--- src/verilog/byte_shifter.sv ---
`timescale 1ns/100ps

module byte_shifter (
  input  logic       clk,
  input  logic       rst_n,
  input  logic       load,
  input  logic [7:0] load_byte,
  input  logic       shift_out,
  input  logic       shift_in,
  input  logic       sda_in,
  output logic       tx_bit,
  output logic [7:0] rx_byte,
  output logic       done
);

  logic [7:0] sreg;                 // shared by transmit and receive
  logic [3:0] bit_cnt;              // 0 to 8

  // pulses with the strobe that moves the eighth bit
  assign done    = (shift_out || shift_in) && (bit_cnt == 4'd7);
  assign rx_byte = sreg;

  // --------------------------------------------------
  // byte register
  // --------------------------------------------------
  always_ff @(posedge clk) begin
    if (load)
      sreg <= load_byte;
    else if (shift_out)
      sreg <= {sreg[6:0], 1'b0};    // msb first
    else if (shift_in)
      sreg <= {sreg[6:0], sda_in};
  end

  // --------------------------------------------------
  // bit count and line bit
  // --------------------------------------------------
  always_ff @(posedge clk or negedge rst_n) begin
    if (!rst_n) begin
      bit_cnt <= 4'd0;
      tx_bit  <= 1'b1;              // idle level of the bus
    end else if (load) begin
      bit_cnt <= 4'd0;
    end else if (shift_out || shift_in) begin
      if (bit_cnt != 4'd8)
        bit_cnt <= bit_cnt + 4'd1;
      if (shift_out)
        tx_bit <= sreg[7];          // held for one scl period
    end
  end

endmodule

--- config.mk ---
export PLATFORM = sky130hd
export DESIGN_NAME = byte_shifter
export DESIGN_NICKNAME = d
export VERILOG_FILES = /design/src/verilog/byte_shifter.sv
export SDC_FILE = /design/constraint.sdc
export NUM_CORES = 1
export LEC_CHECK = 0
export BUFFER_PORTS_ARGS = -buffer_cell sky130_fd_sc_hd__buf_2
export CORE_MARGIN = 2
export CORE_UTILIZATION = 45
export CTS_CLUSTER_DIAMETER = 50
export CTS_CLUSTER_SIZE = 10
export DETAILED_ROUTE_END_ITERATION = 12
export PLACE_DENSITY = 0.74
export SLEW_MARGIN = 15
export SYNTH_ARGS = -nofsm -noshare
export SYNTH_HDL_FRONTEND = slang
export SYNTH_SLANG_ARGS = --single-unit
--- constraint.sdc ---
create_clock -name clk -period 2.4 [get_ports clk]
set_input_delay 0.72 -clock clk [delete_from_list [all_inputs] [get_ports clk]]
set_output_delay 0.72 -clock clk [all_outputs]
set_load 0.02 [all_outputs]
==> impl_metrics.toml <==
[global_route]
grt_overflow = 0
top_usage_layer = "met2"
met3_capacity_usage_during_global_routing_pct = 6.96
grt_first_pass_wirelength_um = 1860
globalRouteMet2Util_pct = 24.1
grt_start_max_net_pins = 18
antenna_found_initial = 0
total_routing_resource_utilization_after_global_routing_pct = 14.4
use_met1_pct = 16.4
number_of_global_route_vias_before_repair = 437

[layout]
synthToLayoutAreaGrowth_pct = 23.4
fraction_of_layout_instances_using_a_drive_strength_above_1_pct = 53.4
multiInputGateArea_um2 = 258
ff_latch_area_um2 = 367
nNetsFinal = 90
nFillCells = 115
finalInstanceArea_um2 = 792
num_antenna_cells = 0

[detailed_routing]
detailroute.via_count = 448
first_pass_iters = 2
antenna_left = 0
remaining_drc_errors = 0
detail_route.vias_per_cell = 5.09
detailedRoute.firstIterationViolations = 3
drt_wl_total_um = 1100
detail_route.wl_per_cell_um = 12.5

[clock_tree]
ctsHoldBuffers = 0
clkSlewWorstSetupHoldPaths_ns = 0.08
post_cts_buffers = 0
htree_levels = 1
cts_repair_resize_count = 0
cts.sinks = 13
cts_tree = "built"
clk_root_buffer_cell = "sky130_fd_sc_hd__clkbuf_4"
insertion_delay_ns = 0.27
cts_made_buffers = 3
cts-root-to-sink-buffers = 2

[sta]
timing.final.max_slew_violations = 0
finalHoldViolCount = 0
slew-limit-headroom_pct = 77.9
grt_setup_unrepaired = "no"
fmax_mhz = 500
final_min_period_over_clock_period_pct = 83.3
worstMarginPinSlew_ns = 0.332
setup_viol_count_final = 0
finalWorstPathRequiredPeriod_ns = 2.00
final.setup.tns_ns = 0
finClkSkew_ns = 0.00405

[floorplan]
floorplan.initialDensity_pct = 48.7
design.core.area_um2 = 1320
die_w_um = 41.8
dieHeight_um = 41.8
io_pins = 24
die-area_um2 = 1740
num_rows = 13

[pwr]
p_per_area_nw_per_um2 = 650
vdd.ir_drop.worst_v = 0.000393
cellLeakagePower_nw = 0.354
totalPowerFinal_mw = 0.515

[yosys]
synthTopCellsByArea = "sky130_fd_sc_hd__edfxtp_1, sky130_fd_sc_hd__mux2_2, sky130_fd_sc_hd__dfrtp_1, sky130_fd_sc_hd__dfstp_2, sky130_fd_sc_hd__ha_1"
syn-cell-area_um2 = 642
synth_area_per_cell_um2 = 13.4
synth_cells = 48
synth-warning-count = 0
synth.top_cell.area_share_pct = 37.4
ys_types = 21
ys_seq_area_share_pct = 57.1
synth_area_leader_cell = "sky130_fd_sc_hd__edfxtp_1"
synth_fp_nets = 64
yosys_register_bits = 13

[place]
detailed_placement_wirelength_estimate_um = 909
place_congestion = 0.823
port-buffer-count = 23
place_area_um2 = 766

[critical_path]
worst_ep_arrival_time_ns = 1.28
timing.critical_path.to_type = "primary output"
worstPathMaxFanout = 6
cp_data_required_time_ns = 1.68
worstSetupPathType = "in -> out"
critical_path.startpoint_type = "input pin"

[status]
status = "finished, final reports clean"

[min_path]
hold_class = "in -> async"

[flow_run]
cap_viol_max_count = 0
-- per-layer routing --
layer / wire length, µm / up-vias
met3: 70 / 2
li1: - / 223
met4: 10 / 0
met1: 425 / 210
met5: 0 / -
met2: 595 / 13
-- synth_stat cells (all sizes together) --
cell	number
ha	2
dfrtp	4
a21oi	1
nor2	3
or3b	1
mux2	9
or3	1
o22a	1
dfstp	1
nand2	3
edfxtp	8
buf	2
o21ai	2
mux2i	1
nand2b	3
nor3b	1
nor2b	1
inv	2
o2111ai	1
xor2	1
-- per-stage QoR --
step	utilization (%)	hold slack (ns)	instances	setup WS (ns)
finish	60.1	0.245	88	0.400
CTS	60.1	0.238	88	0.387
detailed placement	58.1	0.489	84	0.390
global placement	58.1	0.491	84	0.411
global route	60.1	0.234	88	0.283
floorplan	-	0.424	48	0.381
-- power breakdown --
group | leakage, nW | internal [mW] | switching (mW)
combinational | 0.190 | 0.0453 | 0.0564
clock | 0.0150 | 0.0644 | 0.0674
sequential | 0.148 | 0.268 | 0.0130
total | 0.354 | 0.378 | 0.137
-- cells in the final DEF (no fill, tap or decap) --
master,netlist,final
sky130_fd_sc_hd__inv_1,2,2
sky130_fd_sc_hd__edfxtp_1,8,8
sky130_fd_sc_hd__buf_2,2,23
sky130_fd_sc_hd__or3b_1,1,1
sky130_fd_sc_hd__nand2b_1,3,3
sky130_fd_sc_hd__dfstp_2,1,1
sky130_fd_sc_hd__o21ai_2,1,1
sky130_fd_sc_hd__clkbuf_4,0,3
sky130_fd_sc_hd__or3_1,1,1
sky130_fd_sc_hd__nor2_1,3,3
sky130_fd_sc_hd__xor2_1,1,1
sky130_fd_sc_hd__nand2_1,3,3
sky130_fd_sc_hd__o22a_1,1,1
sky130_fd_sc_hd__nor3b_1,1,1
sky130_fd_sc_hd__mux2_2,9,9
sky130_fd_sc_hd__clkbuf_1,0,1
sky130_fd_sc_hd__a21oi_2,1,1
sky130_fd_sc_hd__mux2i_1,1,1
sky130_fd_sc_hd__dfrtp_1,4,4
sky130_fd_sc_hd__ha_1,2,2
sky130_fd_sc_hd__nor2b_2,1,1
sky130_fd_sc_hd__o2111ai_1,1,1
sky130_fd_sc_hd__o21ai_0,1,1
-- area by class of cell --
type                            instances  share of cell area, %
Timing Repair Buffer                   23                   14.5
Tap cell                               15                   2.37
Inverter                                2                  0.948
Sequential cell                        13                   46.3
Clock buffer                            4                   3.32
Multi-Input combinational cell         31                   32.5
-- flip-flops by register name, summed over array words and instances, names as in the netlist --
register  flops
rx_byte       8
bit_cnt       4
tx_bit        1
-- worst max-delay path, cell delays in order --
cell                      delay, ns
sky130_fd_sc_hd__buf_2         0.13
sky130_fd_sc_hd__o21ai_2       0.08
sky130_fd_sc_hd__nor3b_1       0.16
sky130_fd_sc_hd__buf_2         0.19
-- kinds of logic (layout without fill, tap and decap cells) --
family	count (synthesis)	count (layout)	share of synthesized area [%]
compound gates	5	5	6.24
xor+xnor	1	1	1.36
fa+ha+maj	2	2	3.90
buf+inv	4	29	2.73
flops	13	13	57.1
mux	10	10	17.3
simple gates	13	13	11.3
-- path summary, 6_finish.rpt --
path                             from  slack, ns  depth (start not counted)         end
setup / recovery            shift_out       0.40                          4        done
setup reg to reg           bit_cnt[0]       0.99                          5  bit_cnt[0]
hold reg to reg            rx_byte[7]       0.50                          1      tx_bit
min in group clk           rx_byte[7]       0.50                          1      tx_bit
hold / removal                  rst_n       0.24                          1  bit_cnt[3]
max in group asynchronous       rst_n       1.94                          1      tx_bit
Note: power is estimated with default switching activity, not from simulation.
