File: src/verilog/iic_timing_pkg.sv
package iic_timing_pkg;

  // --------------------------------------------------
  // SCL divider
  // --------------------------------------------------
  localparam int SCL_DIV = 100;     // clocks per scl period

  // phase points, percent of the period
  localparam int HIGH_PCT = 25;     // middle of scl high
  localparam int NEG_PCT  = 52;     // just after scl falls
  localparam int LOW_PCT  = 76;     // middle of scl low
  localparam int POS_PCT  = 98;     // just before scl rises

  // --------------------------------------------------
  // phase strobes, one clock wide each period
  // --------------------------------------------------
  typedef struct packed {
    logic pos;                      // scl about to rise
    logic high;                     // sample point, start and stop
    logic neg;                      // scl just fell
    logic low;                      // data change point
  } phase_t;

endpackage

File: src/verilog/scl_timing.sv
`timescale 1ns/100ps

module scl_timing #(
  parameter int clk_div = iic_timing_pkg::SCL_DIV
) (
  input  logic                   clk,
  input  logic                   rst_n,
  output logic                   scl,
  output iic_timing_pkg::phase_t phase
);

  localparam int CW = $clog2(clk_div);

  localparam logic [CW-1:0] LAST   = CW'(clk_div - 1);
  localparam logic [CW-1:0] HALF   = CW'(clk_div / 2 - 1);
  localparam logic [CW-1:0] P_HIGH = CW'(clk_div * iic_timing_pkg::HIGH_PCT / 100);
  localparam logic [CW-1:0] P_NEG  = CW'(clk_div * iic_timing_pkg::NEG_PCT / 100);
  localparam logic [CW-1:0] P_LOW  = CW'(clk_div * iic_timing_pkg::LOW_PCT / 100);
  localparam logic [CW-1:0] P_POS  = CW'(clk_div * iic_timing_pkg::POS_PCT / 100);

  logic [CW-1:0] cnt;               // position in the scl period

  always_ff @(posedge clk or negedge rst_n) begin
    if (!rst_n) begin
      cnt   <= '0;
      scl   <= 1'b0;                // low until the first period starts
      phase <= '0;
    end else begin
      cnt <= (cnt == LAST) ? '0 : cnt + 1'b1;
      if (cnt == LAST)
        scl <= 1'b1;                // high for the first half
      else if (cnt == HALF)
        scl <= 1'b0;
      // decoded a clock early so the strobes leave a flop
      phase <= '{pos:  (cnt == P_POS),
                 high: (cnt == P_HIGH),
                 neg:  (cnt == P_NEG),
                 low:  (cnt == P_LOW)};
    end
  end

endmodule
File: config.mk
export PLATFORM = sky130hd
export DESIGN_NAME = scl_timing
export DESIGN_NICKNAME = d
export VERILOG_FILES = /design/src/verilog/iic_timing_pkg.sv /design/src/verilog/scl_timing.sv
export SDC_FILE = /design/constraint.sdc
export NUM_CORES = 1
export LEC_CHECK = 0
export ABC_AREA = 1
export ABC_CLOCK_PERIOD_IN_PS = 1400
export CORE_AREA = 2 2 39 41
export DETAILED_ROUTE_END_ITERATION = 10
export DIE_AREA = 0 0 41 43
export DONT_BUFFER_PORTS = 1
export SLEW_MARGIN = 0
export SYNTH_ARGS = -nofsm -noshare
export SYNTH_HDL_FRONTEND = slang
export SYNTH_SLANG_ARGS = --single-unit
File: constraint.sdc
create_clock -name clk -period 1.4 [get_ports clk]
set_clock_uncertainty 0.05 [all_clocks]
set_input_delay 0.35 -clock clk [delete_from_list [all_inputs] [get_ports clk]]
set_output_delay 0.35 -clock clk [all_outputs]
set_load 0.005 [all_outputs]
==> results_tabular.tex <==
\begin{tabular}{lr}
\hline
Metric & Value \\
\hline
\multicolumn{2}{l}{\textbf{Status}} \\
\quad Status & completed \\
\multicolumn{2}{l}{\textbf{Die}} \\
\quad Total Die Area & 0.00176 mm\^{}2 \\
\quad Top-level I/O count & 7 \\
\quad Overall die width & 41 um \\
\quad Initial cell density of the core & 41.5\% \\
\quad Site row count & 14 \\
\quad Std-Cell Core Area & 0.00138 mm\^{}2 \\
\quad Die height & 43 um \\
\multicolumn{2}{l}{\textbf{STA}} \\
\quad Post-Route Setup TNS & 0 ns \\
\quad Measured slew at the worst slew-check pin & 0.528 ns \\
\quad Remaining max-slew budget at the tightest pin & 64.7\% \\
\quad Fin crit period & 1.26 ns \\
\quad Final Cycle Share & 90.1\% \\
\quad Final hold violations & 0 \\
\quad Unrepaired setup endpoints after global routing & no \\
\quad Final count of negative-setup-slack endpoints & 0 \\
\quad Peak clock frequency supported by timing & 0.792 GHz \\
\quad Final Max Slew Viols & 0 \\
\multicolumn{2}{l}{\textbf{Layout}} \\
\quad Post-synthesis to final-layout area growth & 9.59\% \\
\quad Layout cell share with drive strength beyond 1 & 15.6\% \\
\quad NumNets Final & 71 \\
\quad Final core occ & 45.5\% \\
\quad Commonest non-fill, non-tap cells in the layout & sky130\_fd\_sc\_hd\_\_dfrtp\_1, sky130\_fd\_sc\_hd\_\_nand2\_1, sky130\_fd\_sc\_hd\_\_nor2\_1 \\
\quad Commonest non-fill, non-tap cell in the layout & sky130\_fd\_sc\_hd\_\_dfrtp\_1 \\
\quad Layout filler cell count & 134 \\
\quad Area of combinational cells with multiple inputs & 240 um\^{}2 \\
\quad Register area & 300 um\^{}2 \\
\quad Antenna cells & 0 \\
\multicolumn{2}{l}{\textbf{Worst setup path}} \\
\quad Depth of the worst register-to-register path & 5 \\
\quad Setup crit end kind & flip-flop \\
\quad Worst reg2reg endpoint & cnt[6] \\
\quad Nature of the critical path startpoint & flip-flop \\
\quad Cell family with the largest share of critical-path delay & flip-flops \\
\quad Required time of the critical path & 1.56 ns \\
\quad Launch point of the worst path & cnt[0] \\
\quad Worst R2R Setup Slack & 0.14 ns \\
\quad Critical R2R Launch & cnt[0] \\
\quad Max Fanout on Critical Path & 5 \\
\quad WS Path Type & flip-flop to flip-flop \\
\quad Worst Path Buf+Inv & 0 \\
\quad Data arrival time of the worst path & 1.42 ns \\
\quad Slowest cell on the critical path & sky130\_fd\_sc\_hd\_\_dfrtp\_1 \\
\quad Slowest cell delay on critical path & 0.43 ns \\
\quad Ordered cell list for the critical path & ha\_1 > nand3\_2 > o21bai\_1 > nand2\_1 > nor2\_1 \\
\multicolumn{2}{l}{\textbf{Power and ir drop}} \\
\quad Leakage power of the design & 0.312 nW \\
\quad Total power divided by cell area & 998 mW/mm\^{}2 \\
\quad Worst ir drop on vdd & 0.000476 V \\
\quad Total power & 0.000628 W \\
\multicolumn{2}{l}{\textbf{Synthesis}} \\
\quad Avg Synthesized Cell Area & 9.57 um\^{}2 \\
\quad Post-synth EDFFs & 0 \\
\quad Cell type with the highest aggregate area in the netlist & sky130\_fd\_sc\_hd\_\_dfrtp\_1 \\
\quad Share of synthesized flip-flops with an asynchronous set or reset & 100\% \\
\quad Post-synthesis sequential area ratio & 52.3\% \\
\quad Commonest register cell after synthesis & sky130\_fd\_sc\_hd\_\_dfrtp\_1 \\
\quad Synth cell types & 16 \\
\quad Cells taking the most area after synthesis & sky130\_fd\_sc\_hd\_\_dfrtp\_1, sky130\_fd\_sc\_hd\_\_ha\_1, sky130\_fd\_sc\_hd\_\_nand2\_1, sky130\_fd\_sc\_hd\_\_nand3\_2, sky130\_fd\_sc\_hd\_\_nor2\_1 \\
\quad Synthesized instance count & 60 \\
\quad Area of the mapped netlist & 574 um\^{}2 \\
\quad Number of nets in the synthesized netlist & 66 \\
\quad Warnings, synthesis & 0 \\
\quad Area share of the leading cell type in the synthesized netlist & 52.3\% \\
\quad Yosys reg bits & 12 \\
\multicolumn{2}{l}{\textbf{Detailed routing}} \\
\quad Remaining design rule violation count & 0 \\
\quad Detailed-route via count & 409 \\
\quad Total length of routed wires & 974 um \\
\quad Wire length per cell after detailed routing & 12.2 um \\
\quad Routed via count divided by cell count & 5.11 \\
\quad DRT antenna net count & 0 \\
\quad 1st-iter DRT viols & 11 \\
\quad Initial DRT Pass Iterations & 4 \\
\multicolumn{2}{l}{\textbf{Worst hold path}} \\
\quad Worst min-delay path class & input pin to async pin \\
\multicolumn{2}{l}{\textbf{Clock tree}} \\
\quad Post-CTS clock slew at the launch and capture registers of the worst setup and hold paths & 0.08 ns \\
\quad Number of buffers added by the clock tree synthesis step & 3 \\
\quad Worst skew pair latency & 0.27 ns \\
\quad Count of clock tree sinks & 12 \\
\quad H-tree depth & 1 \\
\quad Max clock buf depth & 2 \\
\quad Number of gates resized after cts & 0 \\
\quad Clock tree from TritonCTS & built \\
\quad Buffers inserted during post-CTS setup optimization & 0 \\
\quad CTS Root Cell & sky130\_fd\_sc\_hd\_\_clkbuf\_4 \\
\multicolumn{2}{l}{\textbf{GRT}} \\
\quad Global-route total usage across every layer & 15.1\% \\
\quad Remaining global-route overflow & 0 \\
\quad Wire length of the first global-routing pass & 1750 um \\
\quad Antenna violations before repair & 0 \\
\quad Pin count of the biggest net entering global routing & 13 \\
\quad Number of global-route vias before repair & 402 \\
\multicolumn{2}{l}{\textbf{Place}} \\
\quad Detailed placer's ending HPWL & 728 um \\
\quad Number of port buffers & 0 \\
\quad Gpl congestion & 0.783 \\
\multicolumn{2}{l}{\textbf{Run}} \\
\quad Maxcap violations & 0 \\
\hline
\end{tabular}
metal layers:
layer | wire length [um] | track usage [%] | part of all wire (%)
met2 | 461 | 21.6 | 47
met3 | 40 | 4.71 | 4.1
met4 | 21 | 8.00 | 2.2
met5 | 0 | 0 | 0
met1 | 451 | 19.7 | 46
per-stage QoR:
step | hold WS [ns] | setup slack, ns | instances | instance area [um^2]
floorplan | 0.00441 | 0.291 | 60 | 574
global placement | 0.00469 | 0.232 | 75 | 583
detailed placement | 0.00471 | 0.171 | 75 | 583
CTS | 0.464 | 0.152 | 80 | 629
global route | 0.480 | 0.0387 | 80 | 629
finish | 0.439 | 0.138 | 80 | 629
what timing repair did:
action,in CTS,in global routing
hold buffers,1,0
hold endpoints to repair,12,0
setup endpoints to repair,0,0
cells in the mapped netlist (2+ instances only):
cell type,instances
sky130_fd_sc_hd__nor2_1,8
sky130_fd_sc_hd__dfrtp_1,12
sky130_fd_sc_hd__inv_1,6
sky130_fd_sc_hd__nor3_1,4
sky130_fd_sc_hd__nand2_1,11
sky130_fd_sc_hd__nand3_1,3
sky130_fd_sc_hd__ha_1,4
sky130_fd_sc_hd__nor2_2,2
sky130_fd_sc_hd__nand3_2,3
sequential cells by signal, indices dropped and copies added, names as in the netlist:
name and cells:
cnt 7, phase 4, scl 1
report_power, final:
part	switching, W	internal (W)
sequential	0	0.000346
clock	0.000116	0.000158
combinational	0.00000629	0.00000191
worst max-delay path by stage:
stage,cells after the start,endpoint
after CTS,5,cnt[6]
after detailed placement,5,cnt[6]
after floorplan,5,cnt[6]
after global routing,5,cnt[6]
after global placement,5,cnt[6]
final,5,cnt[6]
kinds of logic (layout without fill, tap and decap cells):
family	Yosys count	in the layout	share of synthesized area, %
flops	12	12	52.3
xor+xnor	1	1	1.53
buf+inv	7	11	5.88
fa+ha+maj	4	4	8.71
compound gates	3	3	3.27
simple gates	33	33	28.3
final cells by class:
cell class	instances	area share (%)
well taps	16	3.18
multi-input cells	41	38.2
clock buffers	4	5.77
inverters	6	3.58
flip-flops and latches	12	47.7
repair buffers	1	1.59
Note: power is estimated with default switching activity, not from simulation.
