## src/verilog/iic_cmd_pkg.sv

```systemverilog
package iic_cmd_pkg;

  localparam int PAGE_MAX = 4;      // page data registers

  // --------------------------------------------------
  // host register map
  // --------------------------------------------------
  typedef enum logic [2:0] {
    reg_dev       = 3'd0,           // 7-bit device address
    reg_byte_addr = 3'd1,           // eeprom byte address
    reg_page_len  = 3'd2,           // bytes per page write
    reg_wdata     = 3'd3,           // single write byte
    reg_page0     = 3'd4,
    reg_page1     = 3'd5,
    reg_page2     = 3'd6,
    reg_page3     = 3'd7
  } reg_addr_e;

  typedef enum logic [1:0] {
    op_none       = 2'd0,
    op_byte_write = 2'd1,
    op_byte_read  = 2'd2,
    op_page_write = 2'd3
  } op_e;

  typedef struct packed {
    logic [6:0] dev;
    logic [7:0] byte_addr;
    logic [2:0] page_len;           // 1 to PAGE_MAX
    logic [7:0] wdata;
  } cmd_t;

endpackage

```

## src/verilog/iic_timing_pkg.sv

```systemverilog
package iic_timing_pkg;

  // --------------------------------------------------
  // SCL divider
  // --------------------------------------------------
  localparam int SCL_DIV = 100;     // clocks per scl period

  // phase points, percent of the period
  localparam int HIGH_PCT = 25;     // middle of scl high
  localparam int NEG_PCT  = 52;     // just after scl falls
  localparam int LOW_PCT  = 76;     // middle of scl low
  localparam int POS_PCT  = 98;     // just before scl rises

  // --------------------------------------------------
  // phase strobes, one clock wide each period
  // --------------------------------------------------
  typedef struct packed {
    logic pos;                      // scl about to rise
    logic high;                     // sample point, start and stop
    logic neg;                      // scl just fell
    logic low;                      // data change point
  } phase_t;

endpackage

```

## src/verilog/iic_sequencer.sv

```systemverilog
`timescale 1ns/100ps

module iic_sequencer (
  input  logic                   clk,
  input  logic                   rst_n,
  input  iic_timing_pkg::phase_t phase,
  input  iic_cmd_pkg::cmd_t      cmd,
  input  logic                   write_key_n,
  input  logic                   read_key_n,
  input  logic                   page_key_n,
  input  logic [7:0]             page_byte,
  input  logic                   tx_bit,
  input  logic                   done,
  output logic [1:0]             page_idx,
  output logic                   load,
  output logic [7:0]             load_byte,
  output logic                   shift_out,
  output logic                   shift_in,
  output logic                   sda_oe,
  output logic                   sda_drive,
  output logic                   rd_valid
);

  typedef enum logic [12:0] {
    IDLE     = 13'b0_0000_0000_0001,
    START    = 13'b0_0000_0000_0010,  // first start and repeated start
    DEV      = 13'b0_0000_0000_0100,
    ACK_DEV  = 13'b0_0000_0000_1000,
    ADDR     = 13'b0_0000_0001_0000,
    ACK_ADDR = 13'b0_0000_0010_0000,
    WDATA    = 13'b0_0000_0100_0000,
    ACK_DATA = 13'b0_0000_1000_0000,
    RDEV     = 13'b0_0001_0000_0000,
    ACK_RDEV = 13'b0_0010_0000_0000,
    RDATA    = 13'b0_0100_0000_0000,
    NACK     = 13'b0_1000_0000_0000,
    STOP     = 13'b1_0000_0000_0000
  } state_e;

  state_e             state;
  iic_cmd_pkg::op_e   op;           // latched for the whole transaction
  logic               armed;        // second step of a two-strobe bit
  logic               rep;          // next start is the repeated one
  logic               more;         // page bytes left after this one
  logic               tx_sel;       // line follows the shifter
  logic               sda_r;        // line level outside of data bytes
  logic               send_st;
  logic               last_page;

  assign send_st   = (state == DEV) || (state == ADDR) || (state == WDATA) || (state == RDEV);
  assign last_page = ({1'b0, page_idx} == cmd.page_len - 3'd1);

  // --------------------------------------------------
  // shifter control
  // --------------------------------------------------
  assign shift_out = send_st && phase.low && !armed;
  assign shift_in  = (state == RDATA) && phase.high;
  assign sda_drive = tx_sel ? tx_bit : sda_r;

  always_comb begin
    load      = 1'b0;
    load_byte = 8'hff;              // receive side only needs the count cleared
    case (state)
      START: begin
        load      = phase.high && armed;
        load_byte = {cmd.dev, rep};           // r/w bit
      end
      ACK_DEV: begin
        load      = phase.neg;
        load_byte = cmd.byte_addr;
      end
      ACK_ADDR: begin
        load      = phase.neg && (op != iic_cmd_pkg::op_byte_read);
        load_byte = (op == iic_cmd_pkg::op_page_write) ? page_byte : cmd.wdata;
      end
      ACK_DATA: begin
        load      = phase.neg && more;
        load_byte = page_byte;
      end
      ACK_RDEV: load = phase.neg;
      default: ;
    endcase
  end

  // --------------------------------------------------
  // transaction FSM
  // --------------------------------------------------
  always_ff @(posedge clk or negedge rst_n) begin
    if (!rst_n) begin
      state    <= IDLE;
      op       <= iic_cmd_pkg::op_none;
      armed    <= 1'b0;
      rep      <= 1'b0;
      more     <= 1'b0;
      tx_sel   <= 1'b0;
      sda_r    <= 1'b1;
      sda_oe   <= 1'b0;
      page_idx <= 2'd0;
      rd_valid <= 1'b0;
    end else begin
      rd_valid <= 1'b0;
      case (state)
        IDLE: begin
          sda_oe   <= 1'b0;
          sda_r    <= 1'b1;
          armed    <= 1'b0;
          rep      <= 1'b0;
          tx_sel   <= 1'b0;
          page_idx <= 2'd0;
          if (!write_key_n)
            op <= iic_cmd_pkg::op_byte_write;   // write wins
          else if (!read_key_n)
            op <= iic_cmd_pkg::op_byte_read;
          else if (!page_key_n)
            op <= iic_cmd_pkg::op_page_write;
          else
            op <= iic_cmd_pkg::op_none;
          if (!write_key_n || !read_key_n || !page_key_n)
            state <= START;
        end
        START: begin
          if (phase.low) begin
            sda_oe <= 1'b1;
            sda_r  <= 1'b1;          // line high before scl rises
            armed  <= 1'b1;
          end else if (phase.high && armed) begin
            sda_r <= 1'b0;           // sda falls with scl high
            armed <= 1'b0;
            state <= rep ? RDEV : DEV;
          end
        end
        DEV, ADDR, WDATA, RDEV: begin
          if (phase.low && armed) begin
            sda_oe <= 1'b0;          // slave acknowledge bit
            tx_sel <= 1'b0;
            armed  <= 1'b0;
            case (state)
              DEV:   state <= ACK_DEV;
              ADDR:  state <= ACK_ADDR;
              RDEV:  state <= ACK_RDEV;
              default: begin
                state <= ACK_DATA;
                more  <= (op == iic_cmd_pkg::op_page_write) && !last_page;
                if ((op == iic_cmd_pkg::op_page_write) && !last_page)
                  page_idx <= page_idx + 2'd1;  // page_byte ready by the neg strobe
              end
            endcase
          end else if (phase.low) begin
            sda_oe <= 1'b1;
            tx_sel <= 1'b1;
            if (done)
              armed <= 1'b1;         // eighth bit on the line
          end
        end
        ACK_DEV:  if (phase.neg) state <= ADDR;
        ACK_ADDR: begin
          if (phase.neg) begin
            if (op == iic_cmd_pkg::op_byte_read) begin
              rep   <= 1'b1;
              state <= START;
            end else begin
              state <= WDATA;
            end
          end
        end
        ACK_DATA: if (phase.neg) state <= more ? WDATA : STOP;
        ACK_RDEV: if (phase.neg) state <= RDATA;
        RDATA: begin
          if (shift_in && done) begin
            rd_valid <= 1'b1;
            state    <= NACK;
          end
        end
        NACK: begin
          if (phase.low) begin
            sda_oe <= 1'b1;
            sda_r  <= 1'b1;          // not-acknowledge ends the read
            armed  <= 1'b1;
          end else if (phase.neg && armed) begin
            armed <= 1'b0;
            state <= STOP;
          end
        end
        STOP: begin
          if (phase.low) begin
            sda_oe <= 1'b1;
            sda_r  <= 1'b0;
            armed  <= 1'b1;
          end else if (phase.high && armed) begin
            sda_r  <= 1'b1;
            sda_oe <= 1'b0;          // pull-up raises sda, stop
            armed  <= 1'b0;
            state  <= IDLE;
          end
        end
        default: state <= IDLE;
      endcase
    end
  end

endmodule

```

## config.mk

```make
export PLATFORM = sky130hd
export DESIGN_NAME = iic_sequencer
export DESIGN_NICKNAME = d
export VERILOG_FILES = /design/src/verilog/iic_cmd_pkg.sv /design/src/verilog/iic_timing_pkg.sv /design/src/verilog/iic_sequencer.sv
export SDC_FILE = /design/constraint.sdc
export NUM_CORES = 1
export LEC_CHECK = 0
export ABC_AREA = 1
export BUFFER_PORTS_ARGS = -buffer_cell sky130_fd_sc_hd__buf_4
export CAP_MARGIN = 20
export CORE_MARGIN = 3
export CORE_UTILIZATION = 47
export DETAILED_ROUTE_END_ITERATION = 6
export GPL_ROUTABILITY_DRIVEN = 0
export GPL_TIMING_DRIVEN = 1
export HOLD_SLACK_MARGIN = 0.02
export PLACE_DENSITY = 0.77
export REMOVE_ABC_BUFFERS = 1
export SLEW_MARGIN = 20
export SYNTH_ARGS = -nofsm -noshare
export SYNTH_HDL_FRONTEND = slang
export SYNTH_SLANG_ARGS = --single-unit
```

## constraint.sdc

```tcl
create_clock -name clk -period 1.6 [get_ports clk]
set_input_delay 0.24 -clock clk [delete_from_list [all_inputs] [get_ports clk]]
set_output_delay 0.24 -clock clk [all_outputs]
set_load 0.005 [all_outputs]
```

==> flow_summary.json <==
{
  "cp_slowest_cell": "dfrtp_1",
  "cts_max_path_buffers": 2,
  "start_util_pct": 49.32,
  "setup_viol": 35,
  "synthCells": 313,
  "whs_path_depth": 3,
  "layout.cells.most_common": "buf_4",
  "cts_tree": "built",
  "cp_cell_sequence": "nor2_4, nand2_2, nor2_4, buf_12, buf_6, nand2_4, nand2_4, nor2_4, inv_2, nand2_2, nor2_1, buf_4",
  "grt_use_met1_pct": 34.60,
  "p_leak_uw": 0.001976,
  "arrival_ns": 2.06,
  "vias": 3113,
  "die_h_um": 71.02,
  "coreArea_mm2": 0.004029,
  "syn_area_mm2": 0.001987,
  "overflow": 0,
  "setup.worst_path.end_class": "output port",
  "path_clk_slew_ns": 0.10,
  "grtUsageMet2_pct": 50.15,
  "cp_common_cell": "nor2_4",
  "top_usage_layer": "met2",
  "critPathRequiredTime_ns": 1.36,
  "rsz0062_at_grt": "yes",
  "drv_cap": 0,
  "grt_max_degree": 25,
  "ant_nets": 0,
  "place_hpwl_um": 4663,
  "p_total_uw": 5704,
  "status": "complete, but fails checks",
  "synth_top_area_share_pct": 27.71,
  "period_minus_slack_ns": 2.301,
  "root_buffer": "clkbuf_8",
  "powerDensity_mw_per_mm2": 1517,
  "nets": 502,
  "grt_usage_pct": 28.41,
  "num_rows": 23,
  "crit_path_start_kind": "flip-flop",
  "critPathMaxStageDelay_ns": 0.42,
  "port_buffers": 59,
  "yosysWarnings": 0,
  "insertion_delay_ns": 0.28,
  "ys_seq_area_share_pct": 30.35,
  "vias_per_cell": 6.177,
  "cts.sinks": 24,
  "placedCellCount": 464,
  "mostFrequentLayoutCells": "buf_4 (112), nand2_1 (77), inv_1 (32), buf_6 (22), nand2_2 (21)",
  "fin_area_mm2": 0.003760,
  "drive_above_1_share_pct": 56.39,
  "ys_types": 31,
  "slew_viol_final": 0,
  "ir_drop_uv": 1032,
  "cts-buffers-inserted": 3,
  "die_area_mm2": 0.005044,
  "hold_viol": 0,
  "fin_ws_ns": -0.7007,
  "synth_area_leader_cell": "dfrtp_1",
  "antenna_found_initial": 0,
  "first_global_vias": 2564,
  "grtUsageMet3_pct": 4.119,
  "ios": 61,
  "post-place-ws_ns": -0.2813,
  "worst_pin_slew_ns": 0.3774,
  "failed_checks": "setup timing",
  "fin_cells": 504,
  "die_x_um": 71.02,
  "hold_class": "primary input to flip-flop",
  "drt_first_pass_iters": 6,
  "ys_ff_latch": 24,
  "diodes": 0,
  "drcViolationCount": 0,
  "wl_per_cell_um": 21.73,
  "area_growth_pct": 89.23,
  "grt_pass1_wl_um": 11610,
  "avgSynthCellArea_um2": 6.348,
  "drt_iter0_drc": 302,
  "post_dp_cell_area_mm2": 0.002808,
  "fin_worst_skew_ns": 0.001459,
  "synth_area_leaders": "dfrtp_1 (28%), nand2_1 (20%), inv_1 (7.2%)",
  "timing.final.crit_share_pct": 143.8,
  "reg2regPathDepth": 16,
  "routed_wl_um": 10950,
  "max_freq_ghz": 0.4346,
  "path_class": "flip-flop to output port",
  "hold_slack_ns": 0.2095,
  "path_max_fanout": 6,
  "htreeDepth": 1,
  "slew_headroom_pct": 74.74
}
-- area by class of cell --
type,instances,area [µm²]
multi-input cells,247,1705
repair buffers,139,1179
flip-flops and latches,24,605.6
fillers,146,269.0
inverters,41,166.4
well taps,50,62.56
clock buffers,3,41.29
-- worst max-delay path: cells and delay by family (launching register included) --
kind          cells  cell delay [ns]
buf+inv           4             0.52
flops             1             0.42
simple gates      8             0.84
-- through the flow --
step | setup TNS [ns] | util [%]
after floorplan | -1.645 | -
after global placement | -5.295 | 69.69
after detailed placement | -6.849 | 69.69
after CTS | -10.51 | 79.25
after global routing | -18.52 | 93.32
final | -16.50 | 93.32
-- worst paths after layout --
| path | slack [ns] | from | to |
|---|---|---|---|
| worst max-delay path | -0.70 | state[9] | shift_out |
| worst min-delay path | 0.21 | done | rd_valid |
| worst max register to register | -0.68 | state[10] | armed |
| worst min register to register | 0.50 | sda_r | sda_r |
| max in group asynchronous | 0.90 | rst_n | state[0] |
| min in group asynchronous | 0.40 | rst_n | armed |
-- state kept, by name, indices dropped and copies added, names as in the netlist --
register  flops
armed         1
more          1
op            2
page_idx      2
rd_valid      1
rep           1
sda_oe        1
sda_r         1
state        13
tx_sel        1
-- repair_timing --
action,in CTS,in global routing
setup buffers,13,22
hold buffers,1,0
gates resized for setup,64,93
endpoints found under the setup margin,33,34
pin swaps,18,33
gates cloned,1,0
hold endpoints to repair,22,0
-- per-layer routing --
layer,routed length (µm),share of wire [%]
met4,701,6.4
met2,5182,47
met3,1269,12
met5,0,0
met1,3799,35
-- where the power goes --
part	internal (µW)	switching [µW]
combinational	1900	2440
clock	170	235
sequential	772	188
-- Yosys cell counts, drive strengths merged --
master / instances
a31oi: 1
nor3b: 1
dfrtp: 22
xor2: 2
xnor2: 2
o21ai: 20
nand3: 28
clkinv: 1
nand4: 5
o211ai: 3
mux2: 1
inv: 40
ha: 1
o22ai: 2
a21oi: 12
buf: 1
nand3b: 2
clkbuf: 1
nor3: 3
dfstp: 2
nor2: 47
nand2: 116
-- kinds of logic after synthesis --
kind of cell               Yosys count  synth area share [%]
muxes                                1                0.5667
and+or+nand+nor                    202                 46.91
buffers and inverters               43                 8.501
AOI/OAI and AO/OA                   38                 11.27
xor gates and xnor gates             4                 1.764
DFF                                 24                 30.35
adders and majority gates            1                0.6296
Power figures use the tool's default switching activity.
