## src/verilog/iic_cmd_pkg.sv

```systemverilog
package iic_cmd_pkg;

  localparam int PAGE_MAX = 4;      // page data registers

  // --------------------------------------------------
  // host register map
  // --------------------------------------------------
  typedef enum logic [2:0] {
    reg_dev       = 3'd0,           // 7-bit device address
    reg_byte_addr = 3'd1,           // eeprom byte address
    reg_page_len  = 3'd2,           // bytes per page write
    reg_wdata     = 3'd3,           // single write byte
    reg_page0     = 3'd4,
    reg_page1     = 3'd5,
    reg_page2     = 3'd6,
    reg_page3     = 3'd7
  } reg_addr_e;

  typedef enum logic [1:0] {
    op_none       = 2'd0,
    op_byte_write = 2'd1,
    op_byte_read  = 2'd2,
    op_page_write = 2'd3
  } op_e;

  typedef struct packed {
    logic [6:0] dev;
    logic [7:0] byte_addr;
    logic [2:0] page_len;           // 1 to PAGE_MAX
    logic [7:0] wdata;
  } cmd_t;

endpackage

```

## src/verilog/cfg_regs.sv

```systemverilog
`timescale 1ns/100ps

module cfg_regs (
  input  logic                  clk,
  input  logic                  rst_n,
  input  logic                  reg_wr,
  input  iic_cmd_pkg::reg_addr_e addr,
  input  logic [7:0]            idat,
  input  logic [1:0]            page_idx,
  output iic_cmd_pkg::cmd_t     cmd,
  output logic [7:0]            page_byte
);

  localparam logic [2:0] LEN_MAX = 3'(iic_cmd_pkg::PAGE_MAX);

  logic [7:0] page_data [iic_cmd_pkg::PAGE_MAX];

  // --------------------------------------------------
  // host writes
  // --------------------------------------------------
  always_ff @(posedge clk or negedge rst_n) begin
    if (!rst_n) begin
      cmd          <= '0;
      cmd.page_len <= 3'd1;
      for (int i = 0; i < iic_cmd_pkg::PAGE_MAX; i++)
        page_data[i] <= 8'h00;
    end else if (reg_wr) begin
      case (addr)
        iic_cmd_pkg::reg_dev:       cmd.dev       <= idat[6:0];
        iic_cmd_pkg::reg_byte_addr: cmd.byte_addr <= idat;
        iic_cmd_pkg::reg_page_len: begin
          if (idat[2:0] == 3'd0)
            cmd.page_len <= 3'd1;             // at least one byte
          else if (idat[2:0] > LEN_MAX)
            cmd.page_len <= LEN_MAX;
          else
            cmd.page_len <= idat[2:0];
        end
        iic_cmd_pkg::reg_wdata:     cmd.wdata     <= idat;
        default:                    page_data[addr[1:0]] <= idat;  // page bytes 0..3
      endcase
    end
  end

  // page byte for the sequencer, one clock behind page_idx
  always_ff @(posedge clk or negedge rst_n) begin
    if (!rst_n)
      page_byte <= 8'h00;
    else
      page_byte <= page_data[page_idx];
  end

endmodule

```

## config.mk

```make
export PLATFORM = sky130hd
export DESIGN_NAME = cfg_regs
export DESIGN_NICKNAME = d
export VERILOG_FILES = /design/src/verilog/iic_cmd_pkg.sv /design/src/verilog/cfg_regs.sv
export SDC_FILE = /design/constraint.sdc
export NUM_CORES = 1
export LEC_CHECK = 0
export BUFFER_PORTS_ARGS = -buffer_cell sky130_fd_sc_hd__clkbuf_2
export CORE_MARGIN = 2
export CORE_UTILIZATION = 58
export DETAILED_ROUTE_END_ITERATION = 12
export GPL_TIMING_DRIVEN = 0
export PLACE_DENSITY = 0.83
export SLEW_MARGIN = 20
export SYNTH_ARGS = -nofsm -noshare
export SYNTH_HDL_FRONTEND = slang
export SYNTH_SLANG_ARGS = --single-unit
```

## constraint.sdc

```tcl
create_clock -name clk -period 1.8 [get_ports clk]
set_input_delay 0.09 -clock clk [delete_from_list [all_inputs] [get_ports clk]]
set_output_delay 0.09 -clock clk [all_outputs]
set_load 0.01 [all_outputs]
```

==> results.json, run 1 <==
{
  "worst_setup_path_start_kind": "register",
  "max_slew_margin_pct": 64.31,
  "wl_met3_um": 242,
  "start_util_pct": 60.70,
  "grt-ovfl-total": 0,
  "grt_pass1_wl_mm": 8.224,
  "hp-class": "in -> reg",
  "power.share.switching_pct": 26.17,
  "cts.sinks": 66,
  "cp_top_family": "flip-flops",
  "finalSetupViolCount": 0,
  "via_per_inst": 5.575,
  "routedWlPerCell_um": 18.39,
  "h-tree-depth": 3,
  "cap_violations": 0,
  "syn_area_sq_mm": 0.002661,
  "rows": 24,
  "ys_seq_elements": 66,
  "required_ps": 1710,
  "peakVddDrop_mv": 0.6853,
  "synthFlopType": "dfrtp_1",
  "fmax_mhz": 929.0,
  "multi_input_area_sq_um": 960.9,
  "ant_nets": 0,
  "power.leakage_nw": 1.457,
  "cp_cell_sequence": "clkbuf_2",
  "hpwl_mm": 3.563,
  "grt_antenna_before_repair": 0,
  "met2_length_mm": 2.569,
  "power_mw": 3.852,
  "num_vias": 1494,
  "insertedDiodeCount": 0,
  "cts_tree": "built",
  "finalMaxSlewViolations": 0,
  "synthCells": 156,
  "critPathSlowestCell": "dfstp_2",
  "io_buffer_count": 42,
  "post-place-cells": 251,
  "p_switching_mw": 1.008,
  "min_period_ps": 1076,
  "synth_edf_count": 0,
  "power_frac_comb_pct": 19.4,
  "final_nets": 227,
  "fin_cells": 268,
  "initialDrtViolationCount": 79,
  "syn_nets": 172,
  "crit_cells": 1,
  "final-hold-violation-count": 0,
  "syn_area_per_cell_sq_um": 17.06,
  "place_ws_ps": 455.3,
  "layout_commonest_cell": "dfrtp_1",
  "worstRegToRegCells": 1,
  "crit_path_end_kind": "output pin",
  "p_int_mw": 2.844,
  "p_seq_share_pct": 51.4,
  "clk_path_buf_depth": 2,
  "top_layer": "met4",
  "path_buf_inv": 1,
  "die_w_um": 71.74,
  "tightestPinTransition_ps": 533.8,
  "drive_gt1_share_pct": 61.11,
  "critical_path_class": "reg -> out",
  "p_clk_share_pct": 29.2,
  "fillCellCount": 292,
  "status": "completed",
  "gp_congestion": 0.6855,
  "fin_ws_ps": 723.6,
  "cpPeakStageDelay_ps": 530,
  "top_level_ports": 50,
  "clock_latency_ps": 330,
  "die-area_sq_mm": 0.005147,
  "crit_fanout": 2,
  "synth_warnings": 0,
  "clk_pin_slew_ps": 70,
  "cp.arrival_ps": 990,
  "detail_route.first_pass.iterations": 4,
  "die_y_um": 71.74,
  "holdPathStages": 2,
  "wl_met1_mm": 2.025,
  "numCtsBuffers": 9,
  "power_density_mw_per_mm2": 1222,
  "post-cts-setup-buffers": 0,
  "grt.total_usage_pct": 22.01,
  "cts-root-buf": "clkbuf_8",
  "seq_area_frac_synth_pct": 62.11,
  "fin_crit_sh_pct": 59.80,
  "ys_types": 20,
  "rsz0062_at_grt": "no",
  "area_growth_pct": 18.43,
  "drt-total-wl_mm": 4.929,
  "grt_max_degree": 47,
  "fin_setup_tns_ps": 0,
  "ff_latch_area_sq_mm": 0.001653,
  "core_region_area_sq_mm": 0.004384,
  "final_cell_mix": "dfrtp_1, mux2_2, clkbuf_2",
  "fin_skew_ps": 6.946,
  "drc": 0,
  "async_flop_share_pct": 100.0,
  "grt_pass1_vias": 1657
}
[final cells by class]
cell class                      instances  share of cell area, %
Multi-Input combinational cell         82                  30.49
Timing Repair Buffer                   44                  7.701
Sequential cell                        66                  52.44
Tap cell                               52                  2.064
Buffer                                  7                  1.389
Clock inverter                          2                 0.3176
Inverter                                1                 0.1191
Clock buffer                           14                  5.478
[registers in the layout, summed over array words and instances (netlist names)]
signal,cells
page_data,32
cmd,26
page_byte,8
[stage by stage]
step	hold WS, ps	utilization [%]	area [sq um]
global route	75.11	71.89	3152
finish	66.41	71.89	3152
detailed placement	20.87	67.49	2959
CTS	57.10	71.89	3152
floorplan	-205.6	-	2661
global placement	394.6	66.98	2937
[routing by layer]
metal / up-vias / global-route usage [%]
li1: 682 / -
met1: 765 / 27.47
met2: 37 / 35.29
met3: 10 / 6.892
met4: 0 / 10.48
met5: - / 0
[power by group through the flow]
stage / logic (mW) / clock network [mW] / registers (mW)
detailed placement: 0.756 / 0 / 2.01
finish: 0.748 / 1.12 / 1.98
global route: 0.809 / 1.21 / 2.02
floorplan: 0.375 / 0 / 2.05
CTS: 0.762 / 1.15 / 1.98
global placement: 0.722 / 0 / 1.97
[cells in the mapped netlist (2+ instances only)]
master | n | share of area, %
o21ai_0 | 4 | 0.75
buf_2 | 2 | 0.38
buf_1 | 2 | 0.28
dfrtp_1 | 65 | 61
nand2_1 | 5 | 0.71
mux4_2 | 8 | 6.8
buf_4 | 2 | 0.56
nor3_4 | 2 | 1.2
mux2_2 | 54 | 23
nand4b_2 | 2 | 1.1
[worst paths after layout]
path / start / endpoint / slack, ps
worst min-delay path: idat[7] / cmd[7] / 70
worst min register to register: page_data[16] / page_data[16] / 500
min in group asynchronous: rst_n / cmd[25] / 210
worst max register to register: page_data[5] / page_byte[5] / 810
max in group asynchronous: rst_n / cmd[8] / 1020
worst max-delay path: cmd[8] / cmd[8] / 720
[cell families after synthesis]
logic type | Yosys count | synth area share, %
AO/OA/AOI/OAI | 5 | 0.9401
multiplexers | 62 | 29.62
AND/OR/NAND/NOR | 15 | 5.548
buffers and inverters | 8 | 1.786
flip-flops | 66 | 62.11
[repair_timing]
| action | in CTS | in global routing |
|---|---|---|
| hold endpoints to repair | 65 | 0 |
| hold buffers | 1 | 0 |
| resized for setup | 0 | 0 |
No activity file was read; power rests on OpenSTA's default activity.
==> run 2: changes to the inputs <==
--- a/config.mk
+++ b/config.mk
@@ -7,10 +7,10 @@
 export LEC_CHECK = 0
 export BUFFER_PORTS_ARGS = -buffer_cell sky130_fd_sc_hd__clkbuf_2
 export CORE_MARGIN = 2
-export CORE_UTILIZATION = 58
+export CORE_UTILIZATION = 49
 export DETAILED_ROUTE_END_ITERATION = 12
 export GPL_TIMING_DRIVEN = 0
-export PLACE_DENSITY = 0.83
+export PLACE_DENSITY = 0.75
 export SLEW_MARGIN = 20
 export SYNTH_ARGS = -nofsm -noshare
 export SYNTH_HDL_FRONTEND = slang
==> constraint.sdc (replaced) <==
create_clock -name clk -period 0.9 [get_ports clk]
set_input_delay 0.045 -clock clk [delete_from_list [all_inputs] [get_ports clk]]
set_output_delay 0.045 -clock clk [all_outputs]
set_load 0.01 [all_outputs]
==> results.json, run 2 (same netlist as run 1, synthesis figures left out) <==
{
  "status": "finished with violations",
  "failed_checks": "negative setup slack",
  "min_period_ps": 1018,
  "num_vias": 1540,
  "area_growth_pct": 23.60,
  "cp_top_family": "multiplexers",
  "hp-class": "in -> reg",
  "final_cell_mix": "dfrtp_1, mux2_2, clkbuf_2",
  "worst_setup_path_start_kind": "register",
  "grt-ovfl-total": 0,
  "peakVddDrop_mv": 1.601,
  "fin_ws_ps": -117.5,
  "crit_fanout": 2,
  "top_level_ports": 50,
  "grt.total_usage_pct": 18.04,
  "die_w_um": 77.70,
  "grt_pass1_wl_mm": 8.190,
  "grt_antenna_before_repair": 0,
  "die_y_um": 77.70,
  "fin_skew_ps": 5.149,
  "grt_pass1_vias": 1664,
  "detail_route.first_pass.iterations": 4,
  "numCtsBuffers": 9,
  "clk_path_buf_depth": 2,
  "regMostFlops": "page_data",
  "start_util_pct": 51.45,
  "clock_latency_ps": 330,
  "hpwl_mm": 3.415,
  "fmax_mhz": 982.8,
  "critical_path_class": "reg -> reg",
  "via_per_inst": 5.256,
  "p_clk_share_pct": 27.7,
  "tightestPinTransition_ps": 528.8,
  "finalSetupViolCount": 12,
  "power_density_mw_per_mm2": 2329,
  "core_region_area_sq_mm": 0.005172,
  "reg_top3": "page_data (32), cmd (26), page_byte (8)",
  "layout_commonest_cell": "dfrtp_1",
  "routedWlPerCell_um": 16.93,
  "power_mw": 7.661,
  "fin_area_sq_mm": 0.003289,
  "die-area_sq_mm": 0.006037,
  "path_buf_inv": 0,
  "power_frac_comb_pct": 20.9,
  "gp_congestion": 0.6805,
  "worstRegToRegCells": 1,
  "required_ps": 1100,
  "cts_tree": "built",
  "insertedDiodeCount": 0,
  "r2r_setup_slack_ps": -120,
  "cap_violations": 0,
  "cp.arrival_ps": 1220,
  "clk_pin_slew_ps": 70,
  "cts-root-buf": "clkbuf_8",
  "cp_cell_sequence": "mux4_2",
  "largest_reg_flops": 32,
  "drt-total-wl_mm": 4.960,
  "initialDrtViolationCount": 116,
  "power.leakage_nw": 1.527,
  "drc": 0,
  "place_area_sq_mm": 0.003034,
  "drive_gt1_share_pct": 63.23,
  "p_switching_mw": 2.054,
  "h-tree-depth": 3,
  "ant_nets": 0,
  "cts.sinks": 66,
  "fin_crit_sh_pct": 113.1,
  "rows": 26,
  "final-hold-violation-count": 0,
  "io_buffer_count": 42,
  "power.share.switching_pct": 26.81,
  "max_slew_margin_pct": 64.75,
  "place_ws_ps": -427.3,
  "finalMaxSlewViolations": 0,
  "final_nets": 234,
  "crit_path_end_kind": "register",
  "crit_cells": 1,
  "p_seq_share_pct": 51.5,
  "p_int_mw": 5.607,
  "cpPeakStageDelay_ps": 490,
  "critPathSlowestCell": "mux4_2",
  "holdPathStages": 2,
  "rsz0062_at_grt": "yes",
  "grt_max_degree": 39
}
run 2: timing repair:
item / 4_1_cts / 5_1_grt
setup buffers: 2 / 5
setup endpoints to repair: 36 / 63
pin swaps: 1 / 3
gates resized for setup: 0 / 5
endpoints found under the hold margin: 28 / 0
hold buffers: 1 / 0
run 2: layout make-up:
type | instances | area (sq um)
sequential | 66 | 1653
tap | 70 | 87.58
inverter | 1 | 3.754
clock inverter | 6 | 32.53
clock buffer | 10 | 137.6
fill | 367 | 1883
multi-input combinational | 82 | 983.4
buffer | 7 | 77.57
timing repair buffer | 51 | 314.1
run 2: stage by stage:
stage / hold WS [ps] / setup TNS (ps) / utilization [%] / cells
floorplan: -250.6 / -6351 / - / 156
detailed placement: 23.93 / -17660 / 58.66 / 269
global route: 17.44 / -1456 / 63.59 / 293
finish: 24.19 / -691.8 / 63.59 / 293
global placement: 351.9 / -48180 / 58.22 / 268
CTS: 4.547 / -876.6 / 62.68 / 288
run 2: worst paths after layout:
kind | startpoint | endpoint
max in group asynchronous | rst_n | cmd[8]
min in group asynchronous | rst_n | page_byte[4]
max | page_data[0] | page_byte[0]
max reg2reg | page_data[0] | page_byte[0]
min | idat[0] | cmd[11]
min reg2reg | page_data[14] | page_data[14]
run 2: routing by layer:
layer | share of wire [%] | vias up | GRT usage [%]
met5 | 0 | - | 0
met4 | 1.0 | 0 | 5.714
met3 | 6.7 | 6 | 6.395
met2 | 49 | 62 | 27.76
met1 | 43 | 776 | 24.14
li1 | - | 696 | -
run 2: power by group through the flow:
stage	Sequential, mW	Clock (mW)	Combinational [mW]
3_3_place_gp	3.94	0	1.50
4_1_cts	3.95	2.15	1.58
5_1_grt	4.03	2.30	1.73
2_1_floorplan	4.10	0	0.794
3_5_place_dp	4.00	0	1.55
6_report	3.94	2.12	1.60
